[config.mk]
export PLATFORM = sky130hd
export DESIGN_NAME = fbp_filter_top
export DESIGN_NICKNAME = d
export VERILOG_FILES = /design/src/common/fbp_pkg.sv /design/src/design/ramp_fir.sv /design/src/filtered_ram/filtered_ram_dp.sv /design/src/filtered_ram/filtered_ram_swappable.sv /design/src/design/bank_swap_ctrl.sv /design/src/design/fbp_filter_top.sv
export VERILOG_INCLUDE_DIRS = /design/src /design/src/common
export SDC_FILE = /design/constraint.sdc
export NUM_CORES = 1
export LEC_CHECK = 0
export CAP_MARGIN = 15
export CORE_UTILIZATION = 64
export DETAILED_ROUTE_END_ITERATION = 10
export DONT_BUFFER_PORTS = 1
export PLACE_DENSITY = 0.8
export SETUP_SLACK_MARGIN = 0.5
export SYNTH_ARGS = -nofsm -noshare
export SYNTH_HDL_FRONTEND = slang
export SYNTH_SLANG_ARGS = --single-unit
[constraint.sdc]
create_clock -name clk -period 5.32 [get_ports clk]
set_clock_uncertainty 0.1 [all_clocks]
set_input_delay 0.798 -clock clk [delete_from_list [all_inputs] [get_ports clk]]
set_output_delay 0.798 -clock clk [all_outputs]
set_load 0.02 [all_outputs]
[src/common/fbp_defs.svh]
`ifndef FBP_DEFS_SVH
`define FBP_DEFS_SVH

// address width into one projection line
`define FBP_S_WIDTH 4

// samples per projection line
`define FBP_LINE_SIZE 16

// raw signed sample from the host
`define FBP_SAMPLE_WIDTH 12

// signed filtered value as stored in the banks
`define FBP_FILT_WIDTH 16

// ramp filter order, fill delay is half of it
`define FBP_FIR_ORDER 2

`endif

[src/common/fbp_pkg.sv]
`default_nettype none

`include "fbp_defs.svh"

package fbp_pkg;

    // address into a projection line
    typedef logic [`FBP_S_WIDTH-1:0] s_addr_t;

    // raw projection sample
    typedef logic signed [`FBP_SAMPLE_WIDTH-1:0] sample_t;

    // filtered value
    typedef logic signed [`FBP_FILT_WIDTH-1:0] filt_t;

    // fill controller states
    typedef enum logic [1:0] {
        ready_s,
        delay_s,
        fill_s
    } fill_state_t;

    // addresses from the two processing ports
    typedef struct packed {
        s_addr_t pr0;
        s_addr_t pr1;
    } pr_req_t;

    // read data back to the two processing ports
    typedef struct packed {
        filt_t pr0;
        filt_t pr1;
    } pr_rsp_t;

endpackage

`default_nettype wire

[src/design/ramp_fir.sv]
`timescale 1ns/100ps
`default_nettype none

`include "fbp_defs.svh"

module ramp_fir
(
    input  wire logic            clk,
    input  wire logic            reset_n,
    input  wire logic            clear,
    input  wire fbp_pkg::sample_t sample,
    output fbp_pkg::filt_t       filt
);

    // sample history, one and two cycles back
    fbp_pkg::sample_t hist_0;
    fbp_pkg::sample_t hist_1;

    // taps widened to the filtered width
    fbp_pkg::filt_t x_next;
    fbp_pkg::filt_t x_mid;
    fbp_pkg::filt_t x_prev;

    always_ff @(posedge clk)
    begin
        if (!reset_n)
        begin
            hist_0 <= '0;
            hist_1 <= '0;
        end
        else if (clear)
        begin
            // new line, nothing before sample 0
            hist_0 <= '0;
            hist_1 <= '0;
        end
        else
        begin
            hist_0 <= sample;
            hist_1 <= hist_0;
        end
    end

    // signed sources, so these sign extend
    assign x_next = sample;
    assign x_mid  = hist_0;
    assign x_prev = hist_1;

    // taps (-1, 2, -1) centered on the sample one cycle back.
    // the history is registered, the sum follows the current sample
    // so the value lines up with the write iterator of the bank
    assign filt = (x_mid <<< 1) - x_prev - x_next;

endmodule

`default_nettype wire

[src/filtered_ram/filtered_ram_dp.sv]
`timescale 1ns/100ps
`default_nettype none

`include "fbp_defs.svh"

module filtered_ram_dp
(
    input  wire logic             clk,
    input  wire logic             we,
    input  wire fbp_pkg::s_addr_t waddr,
    input  wire fbp_pkg::filt_t   wdata,
    input  wire fbp_pkg::s_addr_t raddr_0,
    input  wire fbp_pkg::s_addr_t raddr_1,
    output fbp_pkg::filt_t        rdata_0,
    output fbp_pkg::filt_t        rdata_1
);

    fbp_pkg::filt_t mem [0:`FBP_LINE_SIZE-1];

    // port 0 follows the write address during a write
    fbp_pkg::s_addr_t addr_0;

    assign addr_0 = we ? waddr : raddr_0;

    always_ff @(posedge clk)
    begin
        if (we)
            mem[waddr] <= wdata;
        rdata_0 <= mem[addr_0];
        rdata_1 <= mem[raddr_1];
    end

endmodule

`default_nettype wire

[src/filtered_ram/filtered_ram_swappable.sv]
`timescale 1ns/100ps
`default_nettype none

`include "fbp_defs.svh"

module filtered_ram_swappable
(
    input  wire logic             clk,
    input  wire logic             reset_n,
    input  wire logic             fill_kick,
    input  wire fbp_pkg::filt_t   filt,
    input  wire fbp_pkg::pr_req_t pr_req,
    output logic                  fill_done,
    output fbp_pkg::s_addr_t      sample_addr,
    output fbp_pkg::pr_rsp_t      pr_rsp
);

    localparam fbp_pkg::s_addr_t last_addr  = fbp_pkg::s_addr_t'(`FBP_LINE_SIZE - 1);
    localparam fbp_pkg::s_addr_t delay_last = fbp_pkg::s_addr_t'(`FBP_FIR_ORDER / 2 - 1);

    fbp_pkg::fill_state_t state;
    fbp_pkg::fill_state_t next_state;

    fbp_pkg::s_addr_t read_itr;
    fbp_pkg::s_addr_t write_itr;

    logic             write_enable;
    logic             delay_done;
    logic             fill_last;
    fbp_pkg::s_addr_t pr0_addr_m;
    fbp_pkg::filt_t   rdata_0;
    fbp_pkg::filt_t   rdata_1;

    always_ff @(posedge clk)
    begin
        if (!reset_n)
            state <= fbp_pkg::ready_s;
        else
            state <= next_state;
    end

    // read iterator runs ahead of the write iterator by the filter delay
    always_ff @(posedge clk)
    begin
        if (!reset_n)
        begin
            read_itr  <= '0;
            write_itr <= '0;
        end
        else if (state == fbp_pkg::ready_s || fill_last)
        begin
            read_itr  <= '0;
            write_itr <= '0;
        end
        else if (state == fbp_pkg::delay_s)
        begin
            read_itr <= read_itr + 1'b1;
        end
        else
        begin
            write_itr <= write_itr + 1'b1;
            // hold on the last sample, it stands in for x[16]
            if (read_itr != last_addr)
                read_itr <= read_itr + 1'b1;
        end
    end

    assign write_enable = (state == fbp_pkg::fill_s);
    assign delay_done   = (read_itr == delay_last);
    assign fill_last    = write_enable && (write_itr == last_addr);

    // done pulse as the last value goes in
    assign fill_done   = fill_last;
    assign sample_addr = read_itr;

    always_comb
    begin
        next_state = state;
        case (state)
            fbp_pkg::ready_s:
                if (fill_kick)
                    next_state = fbp_pkg::delay_s;
            fbp_pkg::delay_s:
                if (delay_done)
                    next_state = fbp_pkg::fill_s;
            fbp_pkg::fill_s:
                if (fill_last)
                    next_state = fbp_pkg::ready_s;
            default:
                next_state = fbp_pkg::ready_s;
        endcase
    end

    // bank is not serving while it fills, so port 0 can be borrowed
    assign pr0_addr_m = (state == fbp_pkg::ready_s) ? pr_req.pr0 : write_itr;

    filtered_ram_dp ram
    (
        .clk     (clk),
        .we      (write_enable),
        .waddr   (write_itr),
        .wdata   (filt),
        .raddr_0 (pr0_addr_m),
        .raddr_1 (pr_req.pr1),
        .rdata_0 (rdata_0),
        .rdata_1 (rdata_1)
    );

    assign pr_rsp.pr0 = rdata_0;
    assign pr_rsp.pr1 = rdata_1;

endmodule

`default_nettype wire

[src/design/bank_swap_ctrl.sv]
`timescale 1ns/100ps
`default_nettype none

`include "fbp_defs.svh"

module bank_swap_ctrl
(
    input  wire logic             clk,
    input  wire logic             reset_n,
    input  wire logic             fill_kick,
    input  wire logic             swap,
    input  wire logic             done_0,
    input  wire logic             done_1,
    input  wire fbp_pkg::s_addr_t addr_0,
    input  wire fbp_pkg::s_addr_t addr_1,
    input  wire fbp_pkg::pr_rsp_t rsp_0,
    input  wire fbp_pkg::pr_rsp_t rsp_1,
    output logic                  kick_0,
    output logic                  kick_1,
    output logic                  fill_done,
    output fbp_pkg::s_addr_t      sample_addr,
    output fbp_pkg::pr_rsp_t      pr_rsp,
    output logic                  serve_bank
);

    // bank being filled, the other one serves
    logic fill_bank;
    // set from an accepted kick until that bank reports done
    logic busy;

    logic done_sel;
    logic kick_ok;
    logic swap_ok;

    assign done_sel = fill_bank ? done_1 : done_0;
    assign kick_ok  = fill_kick && !busy;

    // no swap from the kick cycle through the done cycle
    assign swap_ok = swap && !busy && !fill_kick && !done_sel;

    always_ff @(posedge clk)
    begin
        if (!reset_n)
        begin
            fill_bank <= 1'b0;
            busy      <= 1'b0;
        end
        else
        begin
            if (kick_ok)
                busy <= 1'b1;
            else if (done_sel)
                busy <= 1'b0;

            if (swap_ok)
                fill_bank <= ~fill_bank;
        end
    end

    // kick only reaches the filling bank
    assign kick_0 = kick_ok && !fill_bank;
    assign kick_1 = kick_ok && fill_bank;

    // host side follows the filling bank
    assign fill_done   = done_sel;
    assign sample_addr = fill_bank ? addr_1 : addr_0;

    // processors see the serving bank
    assign serve_bank = ~fill_bank;
    assign pr_rsp     = fill_bank ? rsp_0 : rsp_1;

endmodule

`default_nettype wire

[src/design/fbp_filter_top.sv]
`timescale 1ns/100ps
`default_nettype none

`include "fbp_defs.svh"

module fbp_filter_top
(
    input  wire logic             clk,
    input  wire logic             reset_n,
    input  wire logic             fill_kick,
    input  wire logic             swap,
    input  wire fbp_pkg::sample_t sample,
    input  wire fbp_pkg::pr_req_t pr_req,
    output fbp_pkg::s_addr_t      sample_addr,
    output logic                  fill_done,
    output fbp_pkg::pr_rsp_t      pr_rsp,
    output logic                  serve_bank
);

    // filtered stream shared by both banks
    fbp_pkg::filt_t filt;

    logic kick_0;
    logic kick_1;
    logic done_0;
    logic done_1;

    fbp_pkg::s_addr_t addr_0;
    fbp_pkg::s_addr_t addr_1;
    fbp_pkg::pr_rsp_t rsp_0;
    fbp_pkg::pr_rsp_t rsp_1;

    ramp_fir fir
    (
        .clk     (clk),
        .reset_n (reset_n),
        .clear   (fill_kick),
        .sample  (sample),
        .filt    (filt)
    );

    filtered_ram_swappable bank_0
    (
        .clk         (clk),
        .reset_n     (reset_n),
        .fill_kick   (kick_0),
        .filt        (filt),
        .pr_req      (pr_req),
        .fill_done   (done_0),
        .sample_addr (addr_0),
        .pr_rsp      (rsp_0)
    );

    filtered_ram_swappable bank_1
    (
        .clk         (clk),
        .reset_n     (reset_n),
        .fill_kick   (kick_1),
        .filt        (filt),
        .pr_req      (pr_req),
        .fill_done   (done_1),
        .sample_addr (addr_1),
        .pr_rsp      (rsp_1)
    );

    bank_swap_ctrl swap_ctrl
    (
        .clk         (clk),
        .reset_n     (reset_n),
        .fill_kick   (fill_kick),
        .swap        (swap),
        .done_0      (done_0),
        .done_1      (done_1),
        .addr_0      (addr_0),
        .addr_1      (addr_1),
        .rsp_0       (rsp_0),
        .rsp_1       (rsp_1),
        .kick_0      (kick_0),
        .kick_1      (kick_1),
        .fill_done   (fill_done),
        .sample_addr (sample_addr),
        .pr_rsp      (pr_rsp),
        .serve_bank  (serve_bank)
    );

endmodule

`default_nettype wire

==> metrics.cfg <==
[pwr]
powerDensity_nw_per_um2=371
vdd_drop_max_v=0.000296
power_frac_seq=0.507
clkPwrFrac=0.364
combPwrFrac=0.129
switching_share=0.247
p_int_uw=8090
p_sw_uw=2650
total_power_uw=10700
leakage_uw=0.0100

[detailed_routing]
drc=0
vias_per_cell=6.99
wl_per_cell_um=30.4
drtIter0Drc=1610
drtAntennaViolNets=0
vias=15200
first_pass_iters=5
routed_wl_um=66200

[clock_tree]
clock_path_buffers=3
path_clk_slew_ns=0.06
cts_root_buffer=clkbuf_16
cts_tree=yes
cts_sinks=586
ctsHtreeMaxLevel=2
cts_hold_buffers=0
numCtsBuffers=56
insertion_delay_ns=0.62
post-cts-setup-buffers=0
cts.repair.resized=0

[floorplan]
start_util=0.648
core_area_um2=40800
die_x_um=205
die_h_um=205
die-area_um2=42200
io_pins=62
rows=74

[logic_synthesis]
synth_area_leaders=edfxtp_1, mux4_2, mux2i_1
yosysTopAreaCell=edfxtp_1
yosysMostFrequentCell=edfxtp_1
netlist.area_leader.share=0.545
yosysSeqAreaShare=0.625
synth_area_um2=26500
dominantRegCellSynth=edfxtp_1
synth_commonest_cells=edfxtp_1, mux2i_1, mux4_2
synth_edf_count=480
ys_async_sr_fraction=0
syn_nets=1662
syn_avg_cell_area_um2=16.6
synthCells=1597
yosysWarnings=0
synthDistinctLibCells=49
ys_seq_elements=586

[place]
dp_hpwl_um=37800
place_congestion=0.824
placed_cells=2067
io_buffers=0

[critical_path]
r2r-start=bank_1.state[1]$_SDFFE_PN0P_
endpoint_kind=register
crit_arrival_ns=3.74
rr_worst_depth=6
reg2reg_to=bank_1.ram.rdata_0[0]$_DFF_P_
critPathKind=register to register
crit_path_max_fanout=66
r2r_slack_ns=1.96
worstSetupStartpointType=register
required_ns=5.70

[run]
maxCapViolCount=0

[timing]
layout_min_cycle_time_ns=3.36
holdWs_ns=0.199
slew_viol_final=0
worst_pin_slew_ns=1.26
max_freq_ghz=0.298
hold_viol_final=0
fin_setup_tns_ns=0
slew-limit-headroom=0.163
post-route-period-util=0.631
rsz0062_at_grt=no
setup_violations=0

[global_route]
antenna_found_initial=0
overflow=0
grt_max_degree=121
grt_usage=0.321
grt_pass1_wl_um=95900
grt_pass1_vias=15500

[worst_hold_path]
hp-start=sample[5]
hold_path_depth=1
hold_end=fir.hist_0[5]$_SDFF_PP0_
min_path_type=input pin to register

[finish]
nets=1664
drive_gt1_frac=0.197
area_growth_syn_to_layout_pct=9.35
num_antenna_cells=0
fin_cells=2179

[status]
status=finished, final reports clean

==> worst max path at each step <==
stage | startpoint | to | slack [ns]
6_report | bank_1.state[1]$_SDFFE_PN0P_ | bank_1.ram.rdata_0[0]$_DFF_P_ | 1.96
5_1_grt | bank_1.state[1]$_SDFFE_PN0P_ | bank_1.ram.rdata_0[0]$_DFF_P_ | 1.80
4_1_cts | fir.hist_1[2]$_SDFF_PP0_ | bank_1.ram.mem[6][7]$_DFFE_PP_ | 1.91
3_5_place_dp | sample[2] | bank_1.ram.mem[12][7]$_DFFE_PP_ | 1.43
3_3_place_gp | sample[2] | bank_1.ram.mem[13][7]$_DFFE_PP_ | 1.54
2_1_floorplan | sample[10] | bank_0.ram.mem[0][13]$_DFFE_PP_ | 1.12
==> final cells by class <==
cell class / instances / area [um2]
Fill cell: 2505 / 11900
Timing Repair Buffer: 35 / 329
Multi-Input combinational cell: 878 / 9470
Clock inverter: 21 / 185
Clock buffer: 85 / 1600
Inverter: 42 / 158
Sequential cell: 586 / 16500
Tap cell: 532 / 666
==> worst max-delay path: stages (launching register included) <==
cell and delay [ns]:
dfxtp_1 0.37, nor2_2 0.32, a21o_4 0.91, buf_4 0.57, mux2i_1 0.25, o22ai_1 0.09, or4_1 0.54
==> state kept, by name, indices dropped and copies added, names as in the netlist <==
| register | count |
|---|---|
| bank_0.ram.rdata_1 | 15 |
| fir.hist_0 | 12 |
| bank_1.ram.mem | 240 |
| bank_1.sample_addr | 4 |
| bank_1.state | 2 |
| swap_ctrl.fill_bank | 1 |
| bank_0.ram.rdata_0 | 15 |
| bank_0.state | 2 |
| fir.hist_1 | 12 |
| bank_1.write_itr | 4 |
| bank_0.write_itr | 4 |
| bank_1.ram.rdata_1 | 15 |
| swap_ctrl.busy | 1 |
| bank_1.ram.rdata_0 | 15 |
| bank_0.ram.mem | 240 |
| bank_0.sample_addr | 4 |
==> placed cells by master, fill, tap and decap left out, drive strengths merged, types with 35 or more instances in the layout <==
cell type / instances
edfxtp: 480
mux2i: 244
mux4: 150
o22ai: 112
dfxtp: 106
clkbuf: 85
and2: 55
inv: 44
nand2: 40
buf: 35
==> cells by family (layout without fill, tap and decap cells) <==
group	count (synthesis)	count (layout)	share of synthesized area
fa+ha+maj	41	41	0.0228
buf+inv	133	183	0.0236
simple gates	198	198	0.0424
mux	426	426	0.234
xor+xnor	24	24	0.00794
flops	586	586	0.625
compound gates	189	189	0.0450
==> power by group through the flow <==
stage	combinational, uW	sequential (uW)	clock (uW)
floorplan	931	5520	0
global placement	1280	5540	0
detailed placement	1320	5550	0
CTS	1330	5450	3920
global route	1460	5450	4090
finish	1390	5440	3910
==> layer usage <==
metal  up-vias  global-route usage  share of wire
met5         -                   0              0
met4         0               0.125          0.034
met3       156              0.0806           0.13
met2       933               0.497           0.47
met1      7705               0.442           0.37
li1       6428                   -              -
==> metrics by stage <==
step	setup slack, ns	area, um2	utilization
floorplan	1.12	26500	-
global placement	1.54	27100	0.663
detailed placement	1.43	27100	0.663
CTS	1.91	28800	0.706
global route	1.80	28900	0.709
finish	1.96	28900	0.709
Note: power is estimated with default switching activity, not from simulation.
